### src/source/snake_defs.svh
`ifndef SNAKE_DEFS_SVH
`define SNAKE_DEFS_SVH

// Segments on one digit, A through G
`define SNAKE_SEG_COUNT 7

// Default tick periods in clock cycles, for a 100 MHz board clock
`define SNAKE_SAMPLE_DIV 100000
`define SNAKE_SEC_DIV 100000000
`define SNAKE_HALF_DIV 50000000

// Second ticks spent showing G before play starts
`define SNAKE_INIT_HOLD 3

// Half-second ticks to linger on a full trail
`define SNAKE_FALL_HOLD 1

// Consecutive high samples before a button counts as pressed
`define SNAKE_DEBOUNCE_DEPTH 4

`endif

### src/source/snake_pkg.sv
`include "snake_defs.svh"

package snake_pkg;

    // Active low, bit 0 is A and bit 6 is G
    typedef logic [`SNAKE_SEG_COUNT-1:0] seg_vec_t;

    // Index 0 right, 1 left, 2 up, 3 down
    typedef logic [3:0] btn_vec_t;

    typedef enum logic [2:0] {
        SEG_A,
        SEG_B,
        SEG_C,
        SEG_D,
        SEG_E,
        SEG_F,
        SEG_G
    } seg_id_t;

    typedef enum logic [1:0] {
        HEAD_RIGHT,
        HEAD_LEFT,
        HEAD_UP,
        HEAD_DOWN
    } heading_t;

    typedef enum logic [1:0] {
        MODE_INIT,
        MODE_MOVE,
        MODE_FALL
    } mode_t;

endpackage

### src/source/tick_gen.sv
`include "snake_defs.svh"

module tick_gen #(
    parameter int SAMPLE_DIV = `SNAKE_SAMPLE_DIV,
    parameter int SEC_DIV = `SNAKE_SEC_DIV,
    parameter int HALF_DIV = `SNAKE_HALF_DIV
) (
    input  logic clk,
    input  logic rst,
    output logic sample_tick,
    output logic sec_tick,
    output logic half_tick
);

    function automatic int max_of(input int a, input int b);
        return (a > b) ? a : b;
    endfunction

    localparam int NUM_DIV = 3;
    localparam int DIV [NUM_DIV] = '{SAMPLE_DIV, SEC_DIV, HALF_DIV};
    localparam int CNT_W = $clog2(max_of(max_of(SAMPLE_DIV, SEC_DIV), HALF_DIV));

    logic [NUM_DIV-1:0] ticks;

    // One wrap-around counter per period, pulse on the wrap
    for (genvar i = 0; i < NUM_DIV; i++) begin : g_div
        logic [CNT_W-1:0] count_q;
        logic tick_q;

        always_ff @(posedge clk or posedge rst) begin
            if (rst) begin
                count_q <= '0;
                tick_q <= 1'b0;
            end else if (count_q == CNT_W'(DIV[i] - 1)) begin
                count_q <= '0;
                tick_q <= 1'b1;
            end else begin
                count_q <= count_q + 1'b1;
                tick_q <= 1'b0;
            end
        end

        assign ticks[i] = tick_q;
    end

    assign sample_tick = ticks[0];
    assign sec_tick = ticks[1];
    assign half_tick = ticks[2];

endmodule

### src/source/button_conditioner.sv
`include "snake_defs.svh"

module button_conditioner (
    input  logic                clk,
    input  logic                rst,
    input  logic                sample_tick,
    input  snake_pkg::btn_vec_t buttons,
    output snake_pkg::btn_vec_t btn_pulse
);

    localparam int NUM_BTN = $bits(snake_pkg::btn_vec_t);
    localparam int DEPTH = `SNAKE_DEBOUNCE_DEPTH;

    logic [DEPTH-1:0] shift_q [NUM_BTN];
    snake_pkg::btn_vec_t level;
    snake_pkg::btn_vec_t level_q;

    // Sample history, advanced once per sample tick
    always_ff @(posedge clk or posedge rst) begin
        if (rst) begin
            for (int i = 0; i < NUM_BTN; i++) begin
                shift_q[i] <= '0;
            end
        end else if (sample_tick) begin
            for (int i = 0; i < NUM_BTN; i++) begin
                shift_q[i] <= {shift_q[i][DEPTH-2:0], buttons[i]};
            end
        end
    end

    // Debounced only when every stored sample is high
    always_comb begin
        for (int i = 0; i < NUM_BTN; i++) begin
            level[i] = &shift_q[i];
        end
    end

    always_ff @(posedge clk or posedge rst) begin
        if (rst) begin
            level_q <= '0;
            btn_pulse <= '0;
        end else begin
            level_q <= level;
            btn_pulse <= level & ~level_q;
        end
    end

endmodule

### src/source/mode_fsm.sv
`include "snake_defs.svh"

module mode_fsm (
    input  logic             clk,
    input  logic             rst,
    input  logic             sec_tick,
    input  logic             half_tick,
    input  logic             down_pulse,
    input  logic             trail_full,
    output snake_pkg::mode_t mode,
    output logic             init,
    output logic             move,
    output logic             fall
);

    localparam int HOLD_MAX = (`SNAKE_INIT_HOLD > `SNAKE_FALL_HOLD) ?
                              `SNAKE_INIT_HOLD : `SNAKE_FALL_HOLD;
    localparam int HOLD_W = $clog2(HOLD_MAX + 1);

    snake_pkg::mode_t mode_q;
    logic [HOLD_W-1:0] hold_q;

    // Hold counter restarts from zero on every mode change
    always_ff @(posedge clk or posedge rst) begin
        if (rst) begin
            mode_q <= snake_pkg::MODE_INIT;
            hold_q <= '0;
        end else begin
            case (mode_q)
                snake_pkg::MODE_INIT: begin
                    if (sec_tick) begin
                        if (hold_q == HOLD_W'(`SNAKE_INIT_HOLD - 1)) begin
                            mode_q <= snake_pkg::MODE_MOVE;
                            hold_q <= '0;
                        end else begin
                            hold_q <= hold_q + 1'b1;
                        end
                    end
                end
                snake_pkg::MODE_MOVE: begin
                    if (down_pulse) begin
                        mode_q <= snake_pkg::MODE_FALL;
                        hold_q <= '0;
                    end
                end
                snake_pkg::MODE_FALL: begin
                    // Linger only once the whole digit is lit
                    if (trail_full && half_tick) begin
                        if (hold_q == HOLD_W'(`SNAKE_FALL_HOLD - 1)) begin
                            mode_q <= snake_pkg::MODE_INIT;
                            hold_q <= '0;
                        end else begin
                            hold_q <= hold_q + 1'b1;
                        end
                    end
                end
                default: begin
                    mode_q <= snake_pkg::MODE_INIT;
                    hold_q <= '0;
                end
            endcase
        end
    end

    assign mode = mode_q;
    assign init = (mode_q == snake_pkg::MODE_INIT);
    assign move = (mode_q == snake_pkg::MODE_MOVE);
    assign fall = (mode_q == snake_pkg::MODE_FALL);

endmodule

### src/source/segment_walker.sv
module segment_walker (
    input  logic                clk,
    input  logic                rst,
    input  snake_pkg::mode_t    mode,
    input  snake_pkg::btn_vec_t btn_pulse,
    output snake_pkg::seg_id_t  cur_seg,
    output snake_pkg::heading_t heading
);

    snake_pkg::seg_id_t seg_q;
    snake_pkg::seg_id_t next_seg;
    snake_pkg::heading_t head_q;
    snake_pkg::heading_t next_head;
    logic right;
    logic left;
    logic up;

    assign right = btn_pulse[0];
    assign left = btn_pulse[1];
    assign up = btn_pulse[2];

    // Walk table, earlier entries take priority on simultaneous pulses
    always_comb begin
        next_seg = seg_q;
        next_head = head_q;
        case (seg_q)
            snake_pkg::SEG_A: begin
                if (head_q == snake_pkg::HEAD_RIGHT && right) begin
                    next_seg = snake_pkg::SEG_B;
                    next_head = snake_pkg::HEAD_DOWN;
                end else if (head_q == snake_pkg::HEAD_LEFT && left) begin
                    next_seg = snake_pkg::SEG_F;
                    next_head = snake_pkg::HEAD_DOWN;
                end
            end
            snake_pkg::SEG_B: begin
                if (head_q == snake_pkg::HEAD_UP && left) begin
                    next_seg = snake_pkg::SEG_A;
                    next_head = snake_pkg::HEAD_LEFT;
                end else if (head_q == snake_pkg::HEAD_DOWN && right) begin
                    next_seg = snake_pkg::SEG_G;
                    next_head = snake_pkg::HEAD_LEFT;
                end else if (head_q == snake_pkg::HEAD_DOWN && up) begin
                    next_seg = snake_pkg::SEG_C;
                    next_head = snake_pkg::HEAD_DOWN;
                end
            end
            snake_pkg::SEG_C: begin
                if (head_q == snake_pkg::HEAD_UP && left) begin
                    next_seg = snake_pkg::SEG_G;
                    next_head = snake_pkg::HEAD_LEFT;
                end else if (head_q == snake_pkg::HEAD_UP && up) begin
                    next_seg = snake_pkg::SEG_B;
                    next_head = snake_pkg::HEAD_UP;
                end else if (head_q == snake_pkg::HEAD_DOWN && right) begin
                    next_seg = snake_pkg::SEG_D;
                    next_head = snake_pkg::HEAD_DOWN;
                end
            end
            snake_pkg::SEG_D: begin
                if (head_q == snake_pkg::HEAD_RIGHT && left) begin
                    next_seg = snake_pkg::SEG_C;
                    next_head = snake_pkg::HEAD_UP;
                end else if (head_q == snake_pkg::HEAD_LEFT && right) begin
                    next_seg = snake_pkg::SEG_E;
                    next_head = snake_pkg::HEAD_UP;
                end
            end
            snake_pkg::SEG_E: begin
                if (head_q == snake_pkg::HEAD_UP && right) begin
                    next_seg = snake_pkg::SEG_G;
                    next_head = snake_pkg::HEAD_RIGHT;
                end else if (head_q == snake_pkg::HEAD_UP && up) begin
                    next_seg = snake_pkg::SEG_F;
                    next_head = snake_pkg::HEAD_UP;
                end else if (head_q == snake_pkg::HEAD_DOWN && left) begin
                    next_seg = snake_pkg::SEG_D;
                    next_head = snake_pkg::HEAD_RIGHT;
                end
            end
            snake_pkg::SEG_F: begin
                if (head_q == snake_pkg::HEAD_UP && right) begin
                    next_seg = snake_pkg::SEG_A;
                    next_head = snake_pkg::HEAD_RIGHT;
                end else if (head_q == snake_pkg::HEAD_DOWN && left) begin
                    next_seg = snake_pkg::SEG_G;
                    next_head = snake_pkg::HEAD_RIGHT;
                end
            end
            snake_pkg::SEG_G: begin
                if (head_q == snake_pkg::HEAD_RIGHT && left) begin
                    next_seg = snake_pkg::SEG_B;
                    next_head = snake_pkg::HEAD_UP;
                end else if (head_q == snake_pkg::HEAD_RIGHT && right) begin
                    next_seg = snake_pkg::SEG_C;
                    next_head = snake_pkg::HEAD_DOWN;
                end else if (head_q == snake_pkg::HEAD_LEFT && left) begin
                    next_seg = snake_pkg::SEG_E;
                    next_head = snake_pkg::HEAD_DOWN;
                end else if (head_q == snake_pkg::HEAD_LEFT && right) begin
                    next_seg = snake_pkg::SEG_F;
                    next_head = snake_pkg::HEAD_UP;
                end
            end
            default: begin
                next_seg = snake_pkg::SEG_G;
                next_head = snake_pkg::HEAD_LEFT;
            end
        endcase
    end

    // Parked on G heading left until play starts
    always_ff @(posedge clk or posedge rst) begin
        if (rst) begin
            seg_q <= snake_pkg::SEG_G;
            head_q <= snake_pkg::HEAD_LEFT;
        end else if (mode == snake_pkg::MODE_INIT) begin
            seg_q <= snake_pkg::SEG_G;
            head_q <= snake_pkg::HEAD_LEFT;
        end else begin
            seg_q <= next_seg;
            head_q <= next_head;
        end
    end

    assign cur_seg = seg_q;
    assign heading = head_q;

endmodule

### src/source/trail_display.sv
`include "snake_defs.svh"

module trail_display (
    input  logic                clk,
    input  logic                rst,
    input  snake_pkg::mode_t    mode,
    input  snake_pkg::seg_id_t  cur_seg,
    input  logic                half_tick,
    output snake_pkg::seg_vec_t display,
    output logic                trail_full
);

    localparam int N = `SNAKE_SEG_COUNT;

    // Trail record is active high, one bit per visited segment
    logic [N-1:0] record_q;
    logic [N-1:0] cur_mask;
    logic [N-1:0] trail_next;
    logic [N-1:0] lit;
    logic blink_q;

    assign cur_mask = N'(1) << cur_seg;
    assign trail_next = record_q | cur_mask;

    always_comb begin
        case (mode)
            snake_pkg::MODE_INIT: lit = N'(1) << snake_pkg::SEG_G;
            snake_pkg::MODE_MOVE: lit = cur_mask;
            // Head goes dark during the set blink phase
            default: lit = blink_q ? (trail_next ^ cur_mask) : trail_next;
        endcase
    end

    always_ff @(posedge clk or posedge rst) begin
        if (rst) begin
            record_q <= '0;
            blink_q <= 1'b0;
            display <= ~(N'(1) << snake_pkg::SEG_G);
        end else begin
            if (half_tick) begin
                blink_q <= ~blink_q;
            end
            record_q <= (mode == snake_pkg::MODE_FALL) ? trail_next : '0;
            display <= ~lit;
        end
    end

    assign trail_full = &record_q;

endmodule

### src/source/segment_snake.sv
`include "snake_defs.svh"

module segment_snake #(
    parameter int SAMPLE_DIV = `SNAKE_SAMPLE_DIV,
    parameter int SEC_DIV = `SNAKE_SEC_DIV,
    parameter int HALF_DIV = `SNAKE_HALF_DIV
) (
    input  logic                clk,
    input  logic                rst,
    input  logic                right,
    input  logic                left,
    input  logic                up,
    input  logic                down,
    output snake_pkg::seg_vec_t display,
    output logic                init,
    output logic                move,
    output logic                fall,
    output snake_pkg::heading_t pos
);

    logic sample_tick;
    logic sec_tick;
    logic half_tick;
    logic trail_full;
    snake_pkg::btn_vec_t buttons;
    snake_pkg::btn_vec_t btn_pulse;
    snake_pkg::mode_t mode;
    snake_pkg::seg_id_t cur_seg;

    assign buttons = {down, up, left, right};

    tick_gen #(
        .SAMPLE_DIV(SAMPLE_DIV),
        .SEC_DIV(SEC_DIV),
        .HALF_DIV(HALF_DIV)
    ) u_tick_gen (
        .clk(clk),
        .rst(rst),
        .sample_tick(sample_tick),
        .sec_tick(sec_tick),
        .half_tick(half_tick)
    );

    button_conditioner u_button_conditioner (
        .clk(clk),
        .rst(rst),
        .sample_tick(sample_tick),
        .buttons(buttons),
        .btn_pulse(btn_pulse)
    );

    // Down is the only button the controller listens to
    mode_fsm u_mode_fsm (
        .clk(clk),
        .rst(rst),
        .sec_tick(sec_tick),
        .half_tick(half_tick),
        .down_pulse(btn_pulse[3]),
        .trail_full(trail_full),
        .mode(mode),
        .init(init),
        .move(move),
        .fall(fall)
    );

    segment_walker u_segment_walker (
        .clk(clk),
        .rst(rst),
        .mode(mode),
        .btn_pulse(btn_pulse),
        .cur_seg(cur_seg),
        .heading(pos)
    );

    trail_display u_trail_display (
        .clk(clk),
        .rst(rst),
        .mode(mode),
        .cur_seg(cur_seg),
        .half_tick(half_tick),
        .display(display),
        .trail_full(trail_full)
    );

endmodule

### config.mk
export PLATFORM = sky130hd
export DESIGN_NAME = segment_snake
export DESIGN_NICKNAME = d
export VERILOG_FILES = /design/src/source/snake_pkg.sv /design/src/source/tick_gen.sv /design/src/source/button_conditioner.sv /design/src/source/mode_fsm.sv /design/src/source/segment_walker.sv /design/src/source/trail_display.sv /design/src/source/segment_snake.sv
export VERILOG_INCLUDE_DIRS = /design/src /design/src/source
export SDC_FILE = /design/constraint.sdc
export NUM_CORES = 1
export LEC_CHECK = 0
export BUFFER_PORTS_ARGS = -buffer_cell sky130_fd_sc_hd__buf_2
export CAP_MARGIN = 20
export CORE_AREA = 10 10 154 99
export DETAILED_ROUTE_END_ITERATION = 12
export DIE_AREA = 0 0 164 109
export GPL_TIMING_DRIVEN = 0
export PLACE_DENSITY = 0.8
export SYNTH_ARGS = -nofsm -noshare
export SYNTH_HDL_FRONTEND = slang
export SYNTH_HIERARCHICAL = 1
export SYNTH_SLANG_ARGS = --single-unit
### constraint.sdc
create_clock -name clk -period 3.1 [get_ports clk]
set_input_delay 0.155 -clock clk [delete_from_list [all_inputs] [get_ports clk]]
set_output_delay 0.155 -clock clk [all_outputs]
set_load 0.01 [all_outputs]
==> impl_results.md, run 1 <==
* Final Setup Violations at 0
* Post-synthesis sequential area ratio at 0.494
* Number of fill cells at between 900 and 1,000
* Post-Synthesis Cells at 631
* Vias in the first global route at 5,082
* Clock-pin slew on the worst setup and hold paths at 0.06 ns
* CTS sink cnt at 132
* WHS at 0.227 ns
* Final hold violation count at 0
* Reg2Reg Launch Point: u_tick_gen/g_div[1].count_q[0]
* Synth Area in Simple Gates at 0.232
* Net count, final at 687
* Layout cell share with drive strength beyond 1 at 0.162
* Pre-CTS WS at 0.693 ns
* RSZ-0062 raised after global routing: no
* IO buf count at 17
* Synthesized area at 6700 um2
* RR Endpoint: u_tick_gen/g_div[1].count_q[8]
* Largest family of logic cells by synthesized area: simple AND/OR/NAND/NOR gates
* Clk_skew at 0.00593 ns
* Grt total ovfl at 0
* Post-synthesis mux area share at 0.0498
* GRT Total Usage at 0.172
* Ys flop type: dfrtp_1
* Static leakage at 3.33 nW
* Tcrit/Tclk final at 0.756
* Avg WL per Cell at approximately 17 um
* Via count at 5,091
* Top cells by instance count after synthesis: dfrtp_1 (123), nor2_1 (53), xnor2_1 (38)
* TritonCTS buffer count at 17
* Worst reg-to-reg path cell count at 6
* Max IR drop VDD at around 380 uV
* Fin area at 7700 um2
* Clk Latency, worst-skew pair at 0.42 ns
* Final GP Congestion at 0.922
* Synth Area in Adders at 0.0149
* Clk Tree Root Cell: clkbuf_16
* Critical Path End: u_tick_gen/g_div[1].count_q[8]
* Status: finished, final reports clean
* Crit Path Max Fanout at 10
* Synth Area in Compound Gates at 0.0999
* Post-CTS Setup Inserts at 0
* Core Box Area at 12,500 um2
* Data arrival, critical path at 2.63 ns
* Drt drc at 0
* Reg area at 3310 um2
* Relative slew slack at 0.368
* First-pass GRT wire length at approximately 25,000 um
* CP startpoint: u_tick_gen/g_div[1].count_q[0]
* Htree depth at 4
* Synth warn at 6
* Critical path type: flip-flop to flip-flop
* Layout area overhead at 14.9%
* Largest net degree at the start of global routing at 69
* Bufs on Longest Clock Path at 2
* Final setup margin at between 0.7 and 0.8 ns
* Chip Width at approximately 160 um
* Max Fclk at 427 MHz
* Power Density at 499 nW/um2
* Initial Util at 0.537
* Count leader, synth: dfrtp_1
* Max Cap Viol at 0
* Synthesized area per cell at 10.6 um2
* Post-synth top area cell: dfrtp_1
* Routed vias/inst at about 5.9
* Area contributors post-synth: dfrtp_1 (46%), xnor2_1 (5.0%), dfstp_2 (3.5%)
* Routed WL at 14,600 um
* CP Launch Type: flip-flop
* 1st-pass router iterations at 5
* Synth unique cells at 74
* Hold Crit Class: input pin to asynchronous set/reset pin
* Flops & latches, synth at 132
* Finished Core Util at 0.616
* CTS tree: done
* Post-DP HPWL at around 9800 um
* 1st-iter DRT viols at 459
* ANT cells at 0
* Flop2flop setup slack at ~0.76 ns
* Asr flop ratio synth at 1.00
* Antenna violation net count after detailed routing at 0
* Worst setup EP type: flip-flop
* Initial antenna violation count at 0
* Post-Place Cell Area at 7030 um2
* Multi-input logic area at 3170 um2
* Worst Path Required at 3.39 ns
* Slew Viols, Final at 0
* EDFF count, synth at 0
* Top-Level Pins at 18
* Die extent in y at 109 um
* Xor and xnor area share after synthesis at 0.0758
* Post-synth top area share at 0.459
* Std-Cell Rows at 32
* Least-Margin Pin Slew at 0.940 ns
* Die area at 17,900 um2
* Final worst path period need at 2.34 ns
* Synthesized Nets at 645
-- worst min path at each step --
stage	startpoint	endpoint	slack [ns]	depth (start not counted)
after floorplan	rst	u_mode_fsm/hold_q[0]	-0.08	1
after global placement	rst	u_mode_fsm/mode[1]	0.09	2
after detailed placement	rst	u_mode_fsm/mode[1]	0.11	2
after CTS	rst	u_mode_fsm/hold_q[0]	0.22	3
after global routing	rst	u_mode_fsm/hold_q[1]	0.24	3
final	rst	u_mode_fsm/hold_q[0]	0.23	3
-- cells by family (layout without fill, tap and decap cells) --
| family | count (synthesis) | in the layout |
|---|---|---|
| AND/OR/NAND/NOR | 267 | 267 |
| flip-flops | 132 | 132 |
| AO/OA/AOI/OAI | 94 | 94 |
| XOR/XNOR | 58 | 58 |
| buffers and inverters | 46 | 101 |
| multiplexers | 26 | 26 |
| adder cells (fa/ha/maj) | 8 | 8 |
-- timing repair --
| item | in CTS | in global routing |
|---|---|---|
| endpoints found under the hold margin | 38 | 0 |
| hold buffers | 5 | 0 |
| gates resized for setup | 0 | 0 |
-- per-stage QoR --
| step | instances | power [W] | setup TNS, ns |
|---|---|---|---|
| after global routing | 856 | 0.00397 | 0 |
| after global placement | 818 | 0.00179 | -14.53 |
| after floorplan | 631 | 0.00178 | 0 |
| final | 856 | 0.00384 | 0 |
| after detailed placement | 819 | 0.00180 | 0 |
| after CTS | 856 | 0.00388 | 0 |
-- layer usage --
metal	share of wire	global-route usage	routed length (um)
met4	0.016	0.0642	231
met3	0.059	0.0440	863
met5	0	0	0
met2	0.46	0.262	6710
met1	0.46	0.233	6760
-- sequential cells by signal, indices dropped and copies added (netlist names) --
register / count
u_button_conditioner/btn_pulse: 4
u_button_conditioner/level_q: 4
u_button_conditioner/shift_q: 16
u_mode_fsm/hold_q: 2
u_mode_fsm/mode: 2
u_segment_walker/cur_seg: 3
u_segment_walker/heading: 2
u_tick_gen/g_div.count_q: 81
u_tick_gen/half_tick: 1
u_tick_gen/sample_tick: 1
u_tick_gen/sec_tick: 1
u_trail_display/blink_q: 1
u_trail_display/display: 7
u_trail_display/record_q: 7
-- layout make-up --
| cell class | count | area share |
|---|---|---|
| clock inverter | 11 | 0.0192 |
| buffer | 21 | 0.0166 |
| tap | 170 | 0.0276 |
| multi-input combinational | 453 | 0.411 |
| timing repair buffer | 23 | 0.0211 |
| inverter | 25 | 0.0125 |
| clock buffer | 21 | 0.0611 |
| sequential | 132 | 0.430 |
-- critical path, cell delays in order, from the launching register on --
cell and delay (ns):
dfrtp_1 0.36, ha_1 0.23, and2_1 0.26, nand3_1 0.21, nor4_2 0.69, buf_2 0.38
nor2_1 0.09
-- layout by cell type, fill, tap and decap left out, types with 6 or more instances in the layout --
cell / instances
dfstp_2: 9
dfrtp_1: 123
nand4_1: 27
xor2_1: 20
nand3_1: 32
clkbuf_16: 17
nor4_1: 13
clkbuf_1: 10
or3_1: 10
xnor2_1: 38
and2_1: 6
o21ai_0: 16
mux2_2: 6
buf_2: 25
a311oi_1: 6
ha_1: 8
nor3_1: 10
and4_1: 15
mux2_4: 13
a21oi_1: 28
o31ai_1: 7
and3_1: 18
nand2b_1: 7
nor2b_1: 12
mux2i_1: 6
nand2_1: 29
nor2_1: 53
inv_1: 24
-- report_power, final --
part / switching (W) / leakage (nW) / total (W) / internal [W]
combinational: 0.0000354 / 1.26 / 0.0000460 / 0.0000106
sequential: 0 / 1.77 / 0.00172 / 0.00172
clock: 0.000743 / 0.304 / 0.00207 / 0.00133
(Power assumes the default switching activity.)
==> run 2: changes to the inputs <==
Settings changed: ABC_AREA from default to 1, CORE_AREA 10 10 154 99 to 10 10 164 105, DIE_AREA 0 0 164 109 to 0 0 174 115, PLACE_DENSITY 0.8 to 0.82.
Clock period 3.1 ns to 2.1 ns, I/O delays scaled along.
==> impl_results.md, run 2 <==
* Critical Path End: u_segment_walker/cur_seg[0]
* 1st-iter DRT viols at 864
* Net count, final at 1,126
* Area contributors post-synth: dfrtp_1 (40%), nand2_1 (15%), nor2_1 (9.3%)
* Initial antenna violation count at 0
* Bufs on Longest Clock Path at 2
* Routed length on met2 at 7170 um
* Synthesized area per cell at 7.18 um2
* Worst Path Required at 2.46 ns
* Chip Width at 174 um
* Clk Latency, worst-skew pair at 0.42 ns
* Post-DP HPWL at 12,900 um
* Highest Signal Layer: met4
* Clock power frac at 0.556
* ANT cells at 0
* Flop2flop setup slack at 0.22 ns
* CP Launch Type: flip-flop
* Data arrival, critical path at 2.24 ns
* Grt total ovfl at 0
* Largest register by flop count: u_tick_gen/g_div.count_q
* Crit path cell chain: buf_2 -> nand2_1 -> nor2_1 -> nand3_1 -> nand2_1 -> nor2_2 -> nand2_1 -> nand2_1 -> nand2_1
* Max Cap Viol at 0
* Commonest non-fill, non-tap cell in the layout: nand2_1
* CP Depth at 9
* Max Fclk at 532 MHz
* Layout area overhead at 14.0%
* Net Sw Frac at 0.201
* Die extent in y at 115 um
* Max IR drop VDD at roughly 410 uV
* TritonCTS buffer count at 17
* Synth unique cells at 35
* Crit path buf inv count at 1
* Initial Util at 0.540
* CTS sink cnt at about 130
* Asr flop ratio synth at 1.00
* Met1 wire length at 8860 um
* Flop pwr share at 0.432
* Synthesized area at 7680 um2
* CP startpoint: u_segment_walker/cur_seg[2]
* First-pass GRT wire length at 30,400 um
* Tcrit/Tclk final at 0.895
* Hold Crit Class: input pin to asynchronous set/reset pin
* Count leader, synth: nand2_1
* Biggest regs: u_tick_gen/g_div.count_q (81), u_button_conditioner/shift_q (16)
* 1st-pass router iterations at 7
* Critical Path Max Stage Delay at slightly above 0.6 ns
* Htree depth at 4
* Slew Viols, Final at 0
* Antenna violation net count after detailed routing at 0
* Int Pwr at 0.00471 W
* Top delay family on crit path: simple AND/OR/NAND/NOR gates
* RR Endpoint: u_segment_walker/cur_seg[0]
* Drt drc at 0
* Setup_tns at 0 ns
* RSZ-0062 raised after global routing: no
* Die area at 20,000 um2
* Synth warn at 6
* Static leakage at 4.22 nW
* Clk_skew at ~0.012 ns
* Clk Tree Root Cell: clkbuf_16
* Layout cell share with drive strength beyond 1 at 0.125
* Via count at between 6,000 and 7,000
* Power Density at a little under 700 nW/um2
* EDFF count, synth at 0
* Finished Core Util at 0.616
* Vias in the first global route at 6,225
* Largest net degree at the start of global routing at 38
* Most used cell, CP: nand2_1
* Routed WL at 17,700 um
* Worst reg-to-reg path cell count at 9
* Commonest non-fill, non-tap cells in the layout: nand2_1 (316), nor2_1 (191), inv_1 (132)
* Post-synth top area share at 0.401
* Top-Level Pins at 18
* Comb power frac at 0.012
* Post-synth top area cell: dfrtp_1
* Final worst path period need at 1.88 ns
* Final GP Congestion at 0.963
* Reg2Reg Launch Point: u_segment_walker/cur_seg[2]
* Flops & latches, synth at about 130
* Met3 WL at ~1500 um
* CTS tree: done
* Final Setup Violations at 0
* Worst path slowest cell: dfstp_2
* IO buf count at 17
* Status: finished, final reports clean
* Top cells by instance count after synthesis: nand2_1 (316), nor2_1 (191), inv_1 (133)
* Synthesized Nets at 1,083
* GRT Total Usage at 0.183
* Post-Synthesis Cells at around 1,100
* Routed vias/inst at ~5.2
* Critical path type: flip-flop to flip-flop
* Final hold violation count at 0
* Post-synthesis sequential area ratio at 0.432
* Crit Path Max Fanout at 8
* Std-Cell Rows at 34
* Ys flop type: dfrtp_1
* Core Box Area at 14,200 um2
* Avg WL per Cell at approximately 13 um
* Relative slew slack at 0.412
* Clock-pin slew on the worst setup and hold paths at roughly 0.06 ns
* Sw Pwr at about 0.0012 W
* Number of fill cells at 1,242
* Worst setup EP type: flip-flop
* Max reg flops at 81
* Least-Margin Pin Slew at 0.880 ns
run 2: cell types whose count changed in the layout (fill, tap and decap cells not counted), sizes merged, moves of 9 or more:
| cell | delta |
|---|---|
| nor2b | -12 |
| or3 | -11 |
| nand3 | +45 |
| and4 | -15 |
| o21ai | +16 |
| nand2 | +301 |
| mux2 | -20 |
| nand4 | -15 |
| and3 | -19 |
| clkbuf | -9 |
| nor4 | -11 |
| xnor2 | -31 |
| nor2 | +174 |
| inv | +115 |
run 2: how the worst min path moves through the flow:
stage / slack, ns / end / cells past startpoint
global route: 0.22 / u_mode_fsm/hold_q[1] / 3
finish: 0.19 / u_mode_fsm/hold_q[0] / 3
floorplan: -0.13 / u_mode_fsm/hold_q[0] / 1
global placement: 0.07 / u_mode_fsm/mode[1] / 2
detailed placement: 0.07 / u_mode_fsm/mode[1] / 2
CTS: 0.18 / u_mode_fsm/hold_q[0] / 3
run 2: worst register-to-register path, delay by kind of cell (launching register included):
kind          cells  cell delay (ns)
buf+inv           1             0.24
flops             1             0.62
simple gates      8             0.96
run 2: cell type report:
type                            instances  area [um2]  area share
Buffer                                 11         104      0.0119
Clock buffer                           20         447      0.0510
Clock inverter                         12         201      0.0230
Inverter                              142         543      0.0620
Multi-Input combinational cell        784        3720       0.425
Sequential cell                       132        3310       0.379
Tap cell                              198         248      0.0283
Timing Repair Buffer                   24         175      0.0200
run 2: metrics by stage:
step / hold WS (ns) / instance area (um2) / setup slack, ns / std cells / power [W]
floorplan: -0.129 / 7680 / 0.552 / 1069 / 0.00263
finish: 0.186 / 8750 / 0.220 / 1323 / 0.00589
global route: 0.223 / 8750 / 0.105 / 1323 / 0.00606
detailed placement: 0.0676 / 8060 / 0.273 / 1286 / 0.00266
CTS: 0.180 / 8750 / 0.265 / 1323 / 0.00593
global placement: 0.0675 / 8020 / 0.299 / 1284 / 0.00265
run 2: kinds of logic after synthesis:
logic type | count (synthesis) | synth area share
compound gates | 70 | 0.0507
fa+ha+maj | 8 | 0.0130
xor+xnor | 31 | 0.0354
buf+inv | 153 | 0.0838
flops | 132 | 0.432
simple gates | 675 | 0.386
run 2: power by group through the flow:
stage	clock network, W	registers, W	logic (W)
6_report	0.00327	0.00255	0.0000716
5_1_grt	0.00344	0.00254	0.0000850
4_1_cts	0.00331	0.00255	0.0000767
3_5_place_dp	0	0.00259	0.0000689
3_3_place_gp	0	0.00259	0.0000582
2_1_floorplan	0	0.00259	0.0000379
run 2: layer usage:
layer  GRT usage  up-vias
li1            -     3401
met1       0.272     3123
met2       0.258      266
met3      0.0429       24
met4      0.0550        0
met5           0        -
run 2: timing repair:
action                                 CTS  global route
hold buffers                             5             0
buffers inserted                         0             0
endpoints found under the hold margin   67             0
resized for setup                        0             0
